File: config.mk
export PLATFORM = sky130hd
export DESIGN_NAME = download_ctrl
export DESIGN_NICKNAME = d
export VERILOG_FILES = /design/src/source/shell_pkg.sv /design/src/source/download_ctrl.sv
export VERILOG_INCLUDE_DIRS = /design/src /design/src/source
export SDC_FILE = /design/constraint.sdc
export NUM_CORES = 1
export LEC_CHECK = 0
export ABC_CLOCK_PERIOD_IN_PS = 3000
export BUFFER_PORTS_ARGS = -buffer_cell sky130_fd_sc_hd__buf_2
export CAP_MARGIN = 20
export CELL_PAD_IN_SITES_DETAIL_PLACEMENT = 1
export CELL_PAD_IN_SITES_GLOBAL_PLACEMENT = 1
export CORE_MARGIN = 2
export CORE_UTILIZATION = 39
export DETAILED_ROUTE_END_ITERATION = 10
export PLACE_DENSITY = 0.73
export SLEW_MARGIN = 20
export SYNTH_ARGS = -nofsm -noshare
export SYNTH_HDL_FRONTEND = slang
export SYNTH_SLANG_ARGS = --single-unit
File: constraint.sdc
create_clock -name clk_72 -period 3 [get_ports clk_72]
set_clock_uncertainty 0.2 [all_clocks]
set_input_delay 0.3 -clock clk_72 [delete_from_list [all_inputs] [get_ports clk_72]]
set_output_delay 0.3 -clock clk_72 [all_outputs]
set_load 0.01 [all_outputs]
File: src/source/shell_defs.svh
`ifndef SHELL_DEFS_SVH
`define SHELL_DEFS_SVH

// ==============================
// ROM store geometry
// ==============================

// Word address width of the ROM store
`define SHELL_ROM_AW 12
// Write FIFO depth, also the number of credits held after reset
`define SHELL_ROM_CREDITS 4
// Cycles between refresh stalls, each stall lasts 2 cycles
`define SHELL_REFRESH_PERIOD 64

// Audio sample width
`define SHELL_DAC_WIDTH 16

// ==============================
// Status word bit positions
// ==============================
`define SHELL_OPT_RESET 0
`define SHELL_OPT_ROTATE 2
`define SHELL_OPT_SCAN_LO 3
`define SHELL_OPT_JOYSWAP 6
`define SHELL_OPT_SERVICE 8
`define SHELL_OPT_DSW1_LO 16
`define SHELL_OPT_DSW2_LO 24

`endif

File: src/source/shell_pkg.sv
`default_nettype none

`include "shell_defs.svh"

package shell_pkg;

	// Download stream as it comes from the control processor
	typedef struct packed {
		logic        download;
		logic [7:0]  index;
		logic        wr;
		logic [24:0] addr;
		logic [7:0]  dout;
	} ioctl_t;

	// One word write into the ROM store
	typedef struct packed {
		logic                     valid;
		logic [`SHELL_ROM_AW-1:0] addr;
		logic [15:0]              data;
	} rom_wr_t;

	// Player port byte, all bits active low as the core expects them
	typedef struct packed {
		logic       start;
		logic [2:0] fire;
		logic       right;
		logic       left;
		logic       down;
		logic       up;
	} player_t;

	typedef struct packed {
		logic [3:0] r;
		logic [3:0] g;
		logic [3:0] b;
		logic       hs;
		logic       vs;
		logic       hb;
		logic       vb;
	} core_video_t;

	// Sync lines here are already inverted for the board
	typedef struct packed {
		logic [3:0] r;
		logic [3:0] g;
		logic [3:0] b;
		logic       hs_n;
		logic       vs_n;
	} board_video_t;

endpackage

`default_nettype wire

File: src/source/download_ctrl.sv
`timescale 1ns/1ps
`default_nettype none

`include "shell_defs.svh"

module download_ctrl (
	input  wire                       clk_72,
	input  wire                       arst_n,
	input  wire shell_pkg::ioctl_t    ioctl,
	input  wire                       status_reset,
	input  wire                       button_reset,
	input  wire                       credit,
	output shell_pkg::rom_wr_t        rom_wr,
	output logic                      rom_loaded,
	output logic                      core_reset
);

	localparam int AW = `SHELL_ROM_AW;
	localparam int CRED_W = $clog2(`SHELL_ROM_CREDITS + 1);

	logic [7:0]        lo_byte;
	logic [AW-1:0]     q_addr [2];
	logic [15:0]       q_data [2];
	logic [1:0]        q_count;
	logic [CRED_W-1:0] credits;
	logic              download_d;
	logic              rom_dl;
	logic              word_done;
	logic              send;

	// Only index 0 carries the ROM image
	assign rom_dl    = ioctl.download && (ioctl.index == 8'd0);
	assign word_done = rom_dl && ioctl.wr && ioctl.addr[0];

	// A queued word goes out as soon as a credit is available
	assign send   = (q_count != 2'd0) && (credits != '0);
	assign rom_wr = '{valid: send, addr: q_addr[0], data: q_data[0]};

	// ==============================
	// Byte packing and hold queue
	// ==============================
	always_ff @(posedge clk_72) begin
		if (rom_dl && ioctl.wr && !ioctl.addr[0]) begin
			lo_byte <= ioctl.dout;
		end
	end

	// Entry 0 is the head; a pop shifts entry 1 down
	always_ff @(posedge clk_72) begin
		if (send) begin
			q_addr[0] <= q_addr[1];
			q_data[0] <= q_data[1];
		end
		if (word_done) begin
			if (q_count == 2'd0 || (q_count == 2'd1 && send)) begin
				q_addr[0] <= ioctl.addr[AW:1];
				q_data[0] <= {ioctl.dout, lo_byte};
			end else begin
				q_addr[1] <= ioctl.addr[AW:1];
				q_data[1] <= {ioctl.dout, lo_byte};
			end
		end
	end

	always_ff @(posedge clk_72 or negedge arst_n) begin
		if (!arst_n) begin
			q_count <= 2'd0;
			credits <= CRED_W'(`SHELL_ROM_CREDITS);
		end else begin
			q_count <= q_count + {1'b0, word_done} - {1'b0, send};
			credits <= credits + CRED_W'(credit) - CRED_W'(send);
		end
	end

	// ==============================
	// ROM loaded flag and core reset
	// ==============================
	always_ff @(posedge clk_72 or negedge arst_n) begin
		if (!arst_n) begin
			download_d <= 1'b0;
			rom_loaded <= 1'b0;
			core_reset <= 1'b1;
		end else begin
			download_d <= ioctl.download;
			if (download_d && !ioctl.download && ioctl.index == 8'd0) begin
				rom_loaded <= 1'b1;
			end
			core_reset <= status_reset | button_reset | ~rom_loaded | ioctl.download;
		end
	end

endmodule

`default_nettype wire

### Word-level counts from Yosys, hierarchy flattened

Memory sizes are Yosys's and may differ from the RTL's.
Index checks and enable logic that the tools add are counted.

| cells by class | value |
|---|---|
| add/sub/neg operators | 4 |
| equal/unequal tests | 1 |
| muxes and demuxes | 10 |
| bitwise operators | 6 |
| reduce and logical (&&, ||, !) cells | 15 |

Operators with widths:

| operator | number |
|---|---|
| $mux W16 | 1 |
| $mux W12 | 1 |
| $logic_and A1 B1 Y1 | 8 |
| $logic_not A8 Y1 | 1 |
| $mux W1 | 8 |
| $or A1 B1 Y1 | 5 |
| $add A3 B1 Y3 | 1 |
| $reduce_bool A3 Y1 | 1 |
| $sub A3 B1 Y3 | 1 |
| $add A2 B1 Y2 | 1 |
| $eq A2 B1 Y1 const B | 1 |
| $logic_not A1 Y1 | 2 |
| $logic_not A2 Y1 | 1 |
| $reduce_bool A2 Y1 | 1 |
| $sub A2 B1 Y2 | 1 |
| $logic_or A1 B1 Y1 | 1 |
| $not A1 Y1 | 1 |

| word-level totals | value |
|---|---|
| bits in registers | 16 |
| bits in writable memories | 56 |
| input port bits | 48 |
| output and inout port bits | 31 |
| word-level logic and storage cells | 44 |
| memories kept | 2 |

Memory list:

| name | words | width | rd ports | clocked after memory_dff | wr ports | RTL line | RTL |
|---|---|---|---|---|---|---|---|
| q_data | 2 | 16 | 2 | 0 | 2 | download_ctrl.sv:23 | `logic [15:0] q_data [2];` |
| q_addr | 2 | 12 | 2 | 0 | 2 | download_ctrl.sv:22 | `logic [AW-1:0] q_addr [2];` |

### Depth between registers and ports, before layout

Gate-level depths: netlist of run 1.

| depth | value |
|---|---|
| depth in word-level cells | 8 |
| gate-level depth with buffers | 9 |
| mapped depth without buffers | 9 |

### Least setup slack after synthesis of run 1

OpenSTA, ideal clock, no wires.

| timing | value |
|---|---|
| path kind | register to register |
| start | register credits[2] |
| end | memory q_addr[0][0] (netlist name) (enable) |
| arrival | 2.611 ns |
| data required time | 2.348 ns |
| path slack | -0.263 ns |
| cell stages (with the launch flop) | 3 |
| path buffers | 0 |
| period minus slack after synthesis | 3.263 ns |
| cell sequence | dfstp_2 -> nor3_1 -> o21ai_0 |

RTL lines:

| what | RTL line | RTL |
|---|---|---|
| from (decl) | download_ctrl.sv:25 | `logic [CRED_W-1:0] credits;` |
| from (signal assigned) | download_ctrl.sv:68 | `` credits <= CRED_W'(`SHELL_ROM_CREDITS); `` |
| from (signal assigned) | download_ctrl.sv:71 | `credits <= credits + CRED_W'(credit) - CRED_W'(send);` |
| to (decl) | download_ctrl.sv:22 |  |

### Final worst setup path of run 1

| timing | value |
|---|---|
| start | register credits[1] |
| end | register credits[2] |

| on the way | value |
|---|---|
| word-level cells in the longest chain between the ends | 3 |
| elaborated cells between the ends (all ways) | 4 |

RTL lines:

| what | RTL line |
|---|---|
| parallel branches: the longest is 2 deep, another holds $add A3 B1 Y3 | - |
| $sub A3 B1 Y3 * | download_ctrl.sv:71 |

Mark *: on every way between the ends.
A chain may end at the register's enable or synchronous reset.

==> qor.csv, run 1 <==
metric,value,unit
path_class,register to register,
clockBufferDepth,2,
clk_pin_slew,80,ps
rrSetupSlack,560,ps
synth.avg_cell_area,18.3,µm²
die_area,8390,µm²
setup_tns,0,ps
cp_max_fo,4,
root_buffer,clkbuf_8,
drt-initial-drc-count,65,
synth_edf_count,64,
maxCapViolCount,0,
max_stage_delay,440,ps
grt_max_degree,30,
p_int,0.00202,W
synth-simple-area-share,0.0389,
start_util,0.408,
async_flop_share,0.111,
timing.rr.start,credits[1]$_DFF_PN0_,
min_path_type,input pin to async pin,
synth_top_area_cell,edfxtp_1,
yosys_warnings,0,
syn_area,2990,µm²
worst_pin_slew,442,ps
dr.pass1.iters,3,
powerDensity,776,nW/µm²
slew_viol_final,0,
end_kind,register,
yosysSeqAreaShare,0.710,
gp_congestion,0.712,
synth_xor_area_frac,0.0117,
clock_power_share,0.266,
ios,79,
antenna_found_initial,0,
fin_crit,2440,ps
startpoint,credits[1]$_DFF_PN0_,
syn_inst,164,
worstPathCellList,nor3_1 > nor2_1 > ha_1 > inv_1 > ha_1 > inv_1 > fa_1 > xnor2_1 > xnor2_1,
synth_compound_area_frac,0.00669,
area_delta_synth_final,23.0,%
die_h,91.6,µm
clkLatencyLatePin,340,ps
vias,1552,
hold_viol_final,0,
synthMuxAreaShare,0.117,
fin_util,0.502,
postCtsSetupBuffers,0,
yosys-top-cells-area,"edfxtp_1, buf_4, mux2_2, dfrtp_1, mux2_4",
cts_tree,yes,
grt_pass1_wl,8.67,mm
routed_wirelength,5.34,mm
p_switching,0.000838,W
coreArea,7330,µm²
power_frac_comb,0.236,
die_width,91.6,µm
relSlewSlack,0.705,
total_leakage_power,1.46,nW
crit_slowest_cell,dfrtp_1,
synthAdderAreaFrac,0.0234,
synthesis.nets,217,
grt_pass1_vias,1691,
n_antenna_cell,0,
seq_power_share,0.498,
nNetsFinal,292,
status,completed,
wl_per_cell,15.6,µm
ys_ff_latch,72,
cts_buffers,9,
route.detailed.drc,0,
grt_overflow_total,0,
antenna_left,0,
worstPathArrival,2500,ps
cp.required,3070,ps
setup_viol,0,
rsz0062_at_grt,false,
grt_use_total,0.139,
via_per_inst,4.52,
yosysTopAreaCellShare,0.642,
h-tree-depth,3,
synthFlopType,edfxtp_1,
synth.distinct_cells,24,
clock_sinks,72,
io_buffers,66,
fmax,411,MHz
p_sw_frac,0.293,
drive_gt1_frac,0.496,
peakVddDrop,0.000484,V
start_kind,register,
rows,31,
synth_top_family_by_area,multiplexers,
dp_hpwl,3.41,mm
timing.final.crit_share,0.812,
==> repair_timing <==
| action | in CTS | in global routing |
|---|---|---|
| hold buffers | 25 | 0 |
| resized for setup | 0 | 0 |
| endpoints found under the hold margin | 39 | 0 |
==> worst paths after layout <==
kind,cells past startpoint,to
max,9,credits[2]$_DFF_PN1_
min,2,credits[0]$_DFF_PN0_
max reg2reg,9,credits[2]$_DFF_PN1_
min reg2reg,0,q_data[0][17]$_DFFE_PP_
max in group asynchronous,2,credits[2]$_DFF_PN1_
min in group clk_72,3,rom_loaded$_DFFE_PN0P_
==> synth_stat cells (all sizes together), types with 2 or more instances <==
cell type,n
buf,32
dfrtp,6
dfstp,2
edfxtp,64
ha,4
inv,6
mux2,28
nand4,2
nor2,4
nor4,2
or4b,2
xnor2,4
==> layout make-up <==
| type | count | area [µm²] |
|---|---|---|
| repair buffers | 96 | 618 |
| multi-input cells | 54 | 597 |
| inverters | 6 | 22.5 |
| well taps | 99 | 124 |
| clock buffers | 10 | 128 |
| fillers | 703 | 3650 |
| flip-flops and latches | 72 | 2120 |
| clock inverters | 6 | 68.8 |
==> sequential cells by signal, summed over array words and instances, names as in the netlist <==
register,count
core_reset,1
credits,3
download_d,1
lo_byte,8
q_addr,24
q_count,2
q_data,32
rom_loaded,1
==> critical path: cells and delay by family, from the launching register on <==
family,cells,cell delay (ps)
xor gates and xnor gates,2,320
adders and majority gates,3,810
buffers and inverters,2,110
DFF,1,440
and+or+nand+nor,2,500
==> power groups by stage <==
stage	sequential [W]	combinational, W	clock, W
finish	0.00142	0.000673	0.000760
global route	0.00145	0.000752	0.000824
CTS	0.00143	0.000693	0.000790
detailed placement	0.00145	0.000659	0
global placement	0.00144	0.000627	0
floorplan	0.00144	0.000573	0
==> through the flow <==
stage / power (W) / cell area, µm² / setup WS (ps) / instances / hold slack [ps]
after CTS: 0.00291 / 3680 / 556 / 343 / 117
after floorplan: 0.00201 / 2990 / 394 / 164 / -196
after global placement: 0.00206 / 3240 / 622 / 302 / -45.8
after detailed placement: 0.00211 / 3240 / 567 / 302 / -42.8
after global routing: 0.00302 / 3680 / 390 / 343 / 126
final: 0.00286 / 3680 / 565 / 343 / 134
==> routing by layer <==
layer	GRT usage	up-vias	part of all wire
li1	-	731	-
met5	0	-	0
met1	0.159	762	0.41
met4	0.0492	0	0.013
met2	0.240	53	0.52
met3	0.0501	6	0.056
==> layout by cell type, fill, tap and decap left out, types with 3 or more instances in the layout <==
| cell type | count |
|---|---|
| buf_2 | 66 |
| edfxtp_1 | 64 |
| dlygate4sd3_1 | 25 |
| mux2_2 | 19 |
| mux2_4 | 9 |
| clkbuf_8 | 9 |
| inv_1 | 6 |
| dfrtp_1 | 6 |
| buf_4 | 5 |
| xnor2_1 | 4 |
| ha_1 | 4 |
| nor2_1 | 3 |
==> kinds of logic after synthesis <==
| logic type | count (synthesis) |
|---|---|
| buffers and inverters | 38 |
| DFF | 72 |
| muxes | 28 |
| AOI/OAI and AO/OA | 3 |
| and+or+nand+nor | 14 |
| adders and majority gates | 5 |
| xor gates and xnor gates | 4 |
No activity file was read; power rests on OpenSTA's default activity.
==> run 2, diff against run 1 <==
--- a/config.mk
+++ b/config.mk
@@ -6,15 +6,15 @@
 export SDC_FILE = /design/constraint.sdc
 export NUM_CORES = 1
 export LEC_CHECK = 0
-export ABC_CLOCK_PERIOD_IN_PS = 3000
+export ABC_CLOCK_PERIOD_IN_PS = 2330
 export BUFFER_PORTS_ARGS = -buffer_cell sky130_fd_sc_hd__buf_2
 export CAP_MARGIN = 20
 export CELL_PAD_IN_SITES_DETAIL_PLACEMENT = 1
 export CELL_PAD_IN_SITES_GLOBAL_PLACEMENT = 1
 export CORE_MARGIN = 2
-export CORE_UTILIZATION = 39
+export CORE_UTILIZATION = 43
 export DETAILED_ROUTE_END_ITERATION = 10
-export PLACE_DENSITY = 0.73
+export PLACE_DENSITY = 0.77
 export SLEW_MARGIN = 20
 export SYNTH_ARGS = -nofsm -noshare
 export SYNTH_HDL_FRONTEND = slang
==> constraint.sdc (replaced) <==
create_clock -name clk_72 -period 2.33 [get_ports clk_72]
set_clock_uncertainty 0.2 [all_clocks]
set_input_delay 0.233 -clock clk_72 [delete_from_list [all_inputs] [get_ports clk_72]]
set_output_delay 0.233 -clock clk_72 [all_outputs]
set_load 0.01 [all_outputs]
==> qor.csv, run 2 (same netlist as run 1, synthesis figures left out) <==
metric,value,unit,change
powerDensity,1060,nW/µm²,+37%
slew_viol_final,0,,unchanged
worstPathArrival,2250,ps,-250 ps
fin_crit,2180,ps,-253 ps
cts_buffers,9,,unchanged
root_buffer,clkbuf_8,,
holdWs,60.0,ps,-73.8 ps
end_kind,register,,
dp_cells,285,,-5.6%
ff_latch_area,2120,µm²,unchanged
nNetsFinal,295,,+1.0%
largest_register_ffs,32,,unchanged
cp.required,2400,ps,-670 ps
vias,1560,,+0.52%
ios,79,,unchanged
multi_input_area,617,µm²,+3.4%
io_buffers,66,,unchanged
hold_viol_final,0,,unchanged
most-common-layout-cells,"buf_2, edfxtp_1, dlygate4sd3_1",,
max_stage_delay,560,ps,+120 ps
antenna_left,0,,unchanged
die_width,87.4,µm,-4.6%
grt_pass1_vias,1665,,-1.5%
n_fill_cell,642,,-8.7%
reg_top3,"q_data: 32 flops, q_addr: 24 flops, lo_byte: 8 flops",,
setup_viol,0,,unchanged
grt_use_total,0.154,,+0.0153
dp_hpwl,3.37,mm,-1.0%
start_kind,register,,
maxCapViolCount,0,,unchanged
area_delta_synth_final,26.0,%,
coreArea,6760,µm²,-7.8%
clockBufferDepth,2,,unchanged
rows,30,,-3.2%
final_common_cell,buf_2,,
n_antenna_cell,0,,unchanged
cp_max_fo,3,,-1
timing.final.crit_share,0.937,,+0.125
path_class,register to register,,
fmax,458,MHz,+12%
regMostFlops,q_data,,
clock_sinks,72,,unchanged
wl_per_cell,16.6,µm,+6.6%
drive_gt1_frac,0.526,,+0.0304
total_leakage_power,1.52,nW,+3.8%
clkLatencyLatePin,350,ps,about the same
min_path_type,input pin to async pin,,
cts_tree,yes,,
route.detailed.drc,0,,unchanged
worst_pin_slew,318,ps,-125 ps
h-tree-depth,3,,unchanged
crit_slowest_cell,dfstp_2,,
preCtsSetupSlack,69.1,ps,-498 ps
status,completed,,
peakVddDrop,0.000668,V,+38%
drt-initial-drc-count,137,,+110%
die_h,87.4,µm,-4.6%
stdcell_count,327,,-4.7%
setup_slack,148,ps,-417 ps
routed_wirelength,5.43,mm,+1.6%
worstPathCellList,nor3_2 > nor2_2 > ha_1 > inv_1 > ha_1 > inv_1 > fa_2 > xnor2_2 > xnor2_1,,
p_total,0.00401,W,+40%
clk_pin_slew,70,ps,about the same
start_util,0.443,,+0.0347
via_per_inst,4.77,,+5.4%
antenna_found_initial,0,,unchanged
grt_max_degree,30,,unchanged
die_area,7650,µm²,-8.9%
dr.pass1.iters,4,,+1
grt_pass1_wl,8.49,mm,-2.1%
grt_overflow_total,0,,unchanged
gp_congestion,0.679,,-4.6%
relSlewSlack,0.787,,+0.0816
run 2: cell type report:
class                   count  area share
clock buffers               9      0.0328
clock inverters             7      0.0318
inverters                   6     0.00597
multi-input cells          54       0.163
flip-flops and latches     72       0.563
well taps                  80      0.0265
repair buffers             99       0.176
run 2: worst paths after layout:
path,startpoint,endpoint,slack [ps],cells after the start
min reg2reg,lo_byte[0]$_DFFE_PP_,q_data[0][16]$_DFFE_PP_,260,0
min in group clk_72,ioctl[40],rom_loaded$_DFFE_PN0P_,100,3
max reg2reg,credits[2]$_DFF_PN1_,credits[2]$_DFF_PN1_,150,9
max,credits[2]$_DFF_PN1_,credits[2]$_DFF_PN1_,150,9
max in group asynchronous,arst_n,core_reset$_DFF_PN1_,1630,2
min,arst_n,credits[0]$_DFF_PN0_,60,2
run 2: worst max-delay path: cells and delay by family, from the launching register on:
family | cells | cell delay, ps
adder cells (fa/ha/maj) | 3 | 730
flip-flops | 1 | 560
XOR/XNOR | 2 | 300
AND/OR/NAND/NOR | 2 | 230
buffers and inverters | 2 | 100
run 2: timing repair:
action                     CTS  global route
setup buffers                0             1
hold buffers                25             0
resized for setup            0             5
hold endpoints to repair    45             0
setup endpoints to repair    0             1
run 2: report_power, final:
| group | internal [W] | leakage (nW) | switching [W] | total, W |
|---|---|---|---|---|
| Clock | 0.000713 | 0.119 | 0.000483 | 0.00120 |
| Sequential | 0.00173 | 0.697 | 0.0000902 | 0.00183 |
| Combinational | 0.000451 | 0.700 | 0.000536 | 0.000987 |
run 2: routing by layer:
layer  vias up  global-route usage  routed length, µm
li1        737                   -                  -
met1       763               0.184               2210
met2        49               0.256               2850
met3        11              0.0379                235
met4         0              0.0839                128
met5         -                   0                  0
run 2: stage by stage:
| step | util | instance area, µm² | setup TNS [ps] |
|---|---|---|---|
| after floorplan | - | 3000 | 0 |
| after global placement | 0.481 | 3250 | 0 |
| after detailed placement | 0.481 | 3250 | 0 |
| after CTS | 0.554 | 3750 | 0 |
| after global routing | 0.559 | 3770 | -9.06 |
| final | 0.559 | 3770 | 0 |
==> run 3, diff against run 2 <==
--- a/config.mk
+++ b/config.mk
@@ -11,7 +11,7 @@
 export CAP_MARGIN = 20
 export CELL_PAD_IN_SITES_DETAIL_PLACEMENT = 1
 export CELL_PAD_IN_SITES_GLOBAL_PLACEMENT = 1
-export CORE_MARGIN = 2
+export CORE_MARGIN = 8
 export CORE_UTILIZATION = 43
 export DETAILED_ROUTE_END_ITERATION = 10
 export PLACE_DENSITY = 0.77
==> qor.csv, run 3 (same netlist as run 1, synthesis figures left out) <==
metric,value,unit,change
status,completed,,
cp_max_fo,4,,+1
die_width,99.4,µm,+14%
root_buffer,clkbuf_8,,
path_class,register to register,,
peakVddDrop,0.000498,V,-25%
h-tree-depth,3,,unchanged
setup_slack,95.8,ps,-52.0 ps
preCtsSetupSlack,14.9,ps,-54.2 ps
wl_per_cell,17.5,µm,+5.4%
io_buffers,66,,unchanged
start_util,0.443,,unchanged
drt-initial-drc-count,22,,-84%
clock_sinks,72,,unchanged
regMostFlops,q_data,,
gp_congestion,0.695,,+2.4%
dp_hpwl,3.65,mm,+8.3%
setup_tns,0,ps,unchanged
final_common_cell,buf_2,,
largest_register_ffs,32,,unchanged
setup_viol,0,,unchanged
cts_buffers,9,,unchanged
ios,79,,unchanged
slew_viol_final,0,,unchanged
drive_gt1_frac,0.518,,-0.00810
fin_util,0.553,,-0.00574
timing.rr.start,credits[1]$_DFF_PN0_,,
end_kind,register,,
powerDensity,1010,nW/µm²,-4.6%
min_path_type,input pin to async pin,,
grt_overflow_total,0,,unchanged
n_antenna_cell,0,,unchanged
stdcell_count,327,,unchanged
ff_latch_area,2130,µm²,about the same
route.detailed.drc,0,,unchanged
rows,30,,unchanged
worstPathCellList,nor3_4 > nor2_4 > ha_1 > inv_1 > ha_1 > inv_1 > fa_2 > xnor2_1 > xnor2_1,,
area_delta_synth_final,24.7,%,
rrSetupSlack,100,ps,-50 ps
worstPathArrival,2300,ps,+50 ps
topRoutingLayerUsed,met4,,
clk_pin_slew,80,ps,about the same
die_area,9890,µm²,+29%
antenna_left,0,,unchanged
m1WireLength,2.26,mm,+2.2%
fmax,448,MHz,-2.3%
grt_max_degree,30,,unchanged
crit_slowest_cell,dfrtp_2,,
worstReg2RegEnd,credits[2]$_DFF_PN1_,,
maxCapViolCount,0,,unchanged
rr_worst_depth,9,,unchanged
total_leakage_power,1.49,nW,-1.7%
hold_viol_final,0,,unchanged
met3_length,318,µm,+35%
nNetsFinal,295,,unchanged
wl_met2,3.02,mm,+6.0%
dr.pass1.iters,4,,unchanged
dp_cells,284,,-0.35%
vias,1567,,+0.45%
routed_wirelength,5.72,mm,+5.4%
max_stage_delay,450,ps,-110 ps
via_per_inst,4.79,,+0.45%
cp.required,2390,ps,about the same
crit_family,adder cells,,
grt_pass1_vias,1797,,+7.9%
cts_tree,yes,,
crit_buf_inv,2,,unchanged
reg_top3,"q_data: 32 flops, q_addr: 24 flops, lo_byte: 8 flops",,
relSlewSlack,0.778,,-0.00868
multi_input_area,621,µm²,+0.61%
die_h,99.4,µm,+14%
grt_pass1_wl,9.24,mm,+8.9%
worst_pin_slew,330,ps,+12.9 ps
p_total,0.00378,W,-5.6%
fin_crit,2230,ps,+52.0 ps
start_kind,register,,
clkLatencyLatePin,330,ps,-20 ps
n_fill_cell,657,,+2.3%
clockBufferDepth,2,,unchanged
grt_use_total,0.123,,-0.0317
coreArea,6760,µm²,unchanged
most-common-layout-cells,"buf_2, edfxtp_1, dlygate4sd3_1",,
antenna_found_initial,0,,unchanged
timing.final.crit_share,0.959,,+0.0223
-- run 3: cell type report --
| cell class | count | area share |
|---|---|---|
| flip-flops and latches | 72 | 0.569 |
| clock inverters | 6 | 0.0161 |
| inverters | 6 | 0.00603 |
| well taps | 80 | 0.0268 |
| repair buffers | 99 | 0.182 |
| multi-input cells | 54 | 0.166 |
| clock buffers | 10 | 0.0342 |
-- run 3: layer usage --
layer | global-route usage | up-vias
met4 | 0.0570 | 0
met2 | 0.211 | 49
met1 | 0.130 | 769
li1 | - | 738
met5 | 0 | -
met3 | 0.0447 | 11
-- run 3: how the worst max path moves through the flow --
| stage | endpoint | slack [ps] | cells past startpoint | start |
|---|---|---|---|---|
| after global placement | credits[2]$_DFF_PN1_ | 100 | 9 | credits[2]$_DFF_PN1_ |
| after CTS | credits[2]$_DFF_PN1_ | 50 | 9 | q_count[1]$_DFF_PN0_ |
| after floorplan | credits[2]$_DFF_PN1_ | 70 | 9 | credits[1]$_DFF_PN0_ |
| after detailed placement | credits[2]$_DFF_PN1_ | 10 | 9 | credits[1]$_DFF_PN0_ |
| final | credits[2]$_DFF_PN1_ | 100 | 9 | credits[1]$_DFF_PN0_ |
| after global routing | credits[2]$_DFF_PN1_ | -20 | 9 | credits[1]$_DFF_PN0_ |
-- run 3: through the flow --
stage / instance area [µm²] / hold WS, ps
final: 3730 / 59.2
after global routing: 3730 / 65.9
after CTS: 3700 / 47.8
after detailed placement: 3260 / -116
after global placement: 3260 / -117
after floorplan: 3000 / -263
-- run 3: timing repair --
| item | CTS | global route |
|---|---|---|
| resized for setup | 2 | 5 |
| hold endpoints to repair | 41 | 0 |
| endpoints found under the setup margin | 1 | 1 |
| buffers inserted | 0 | 2 |
| cloned | 0 | 0 |
| pin swaps | 0 | 3 |
| hold buffers | 25 | 0 |
-- run 3: power breakdown --
group          internal (W)  total [W]  switching (W)
logic              0.000440   0.000994       0.000554
clock network      0.000489   0.000935       0.000446
registers           0.00174    0.00185       0.000116
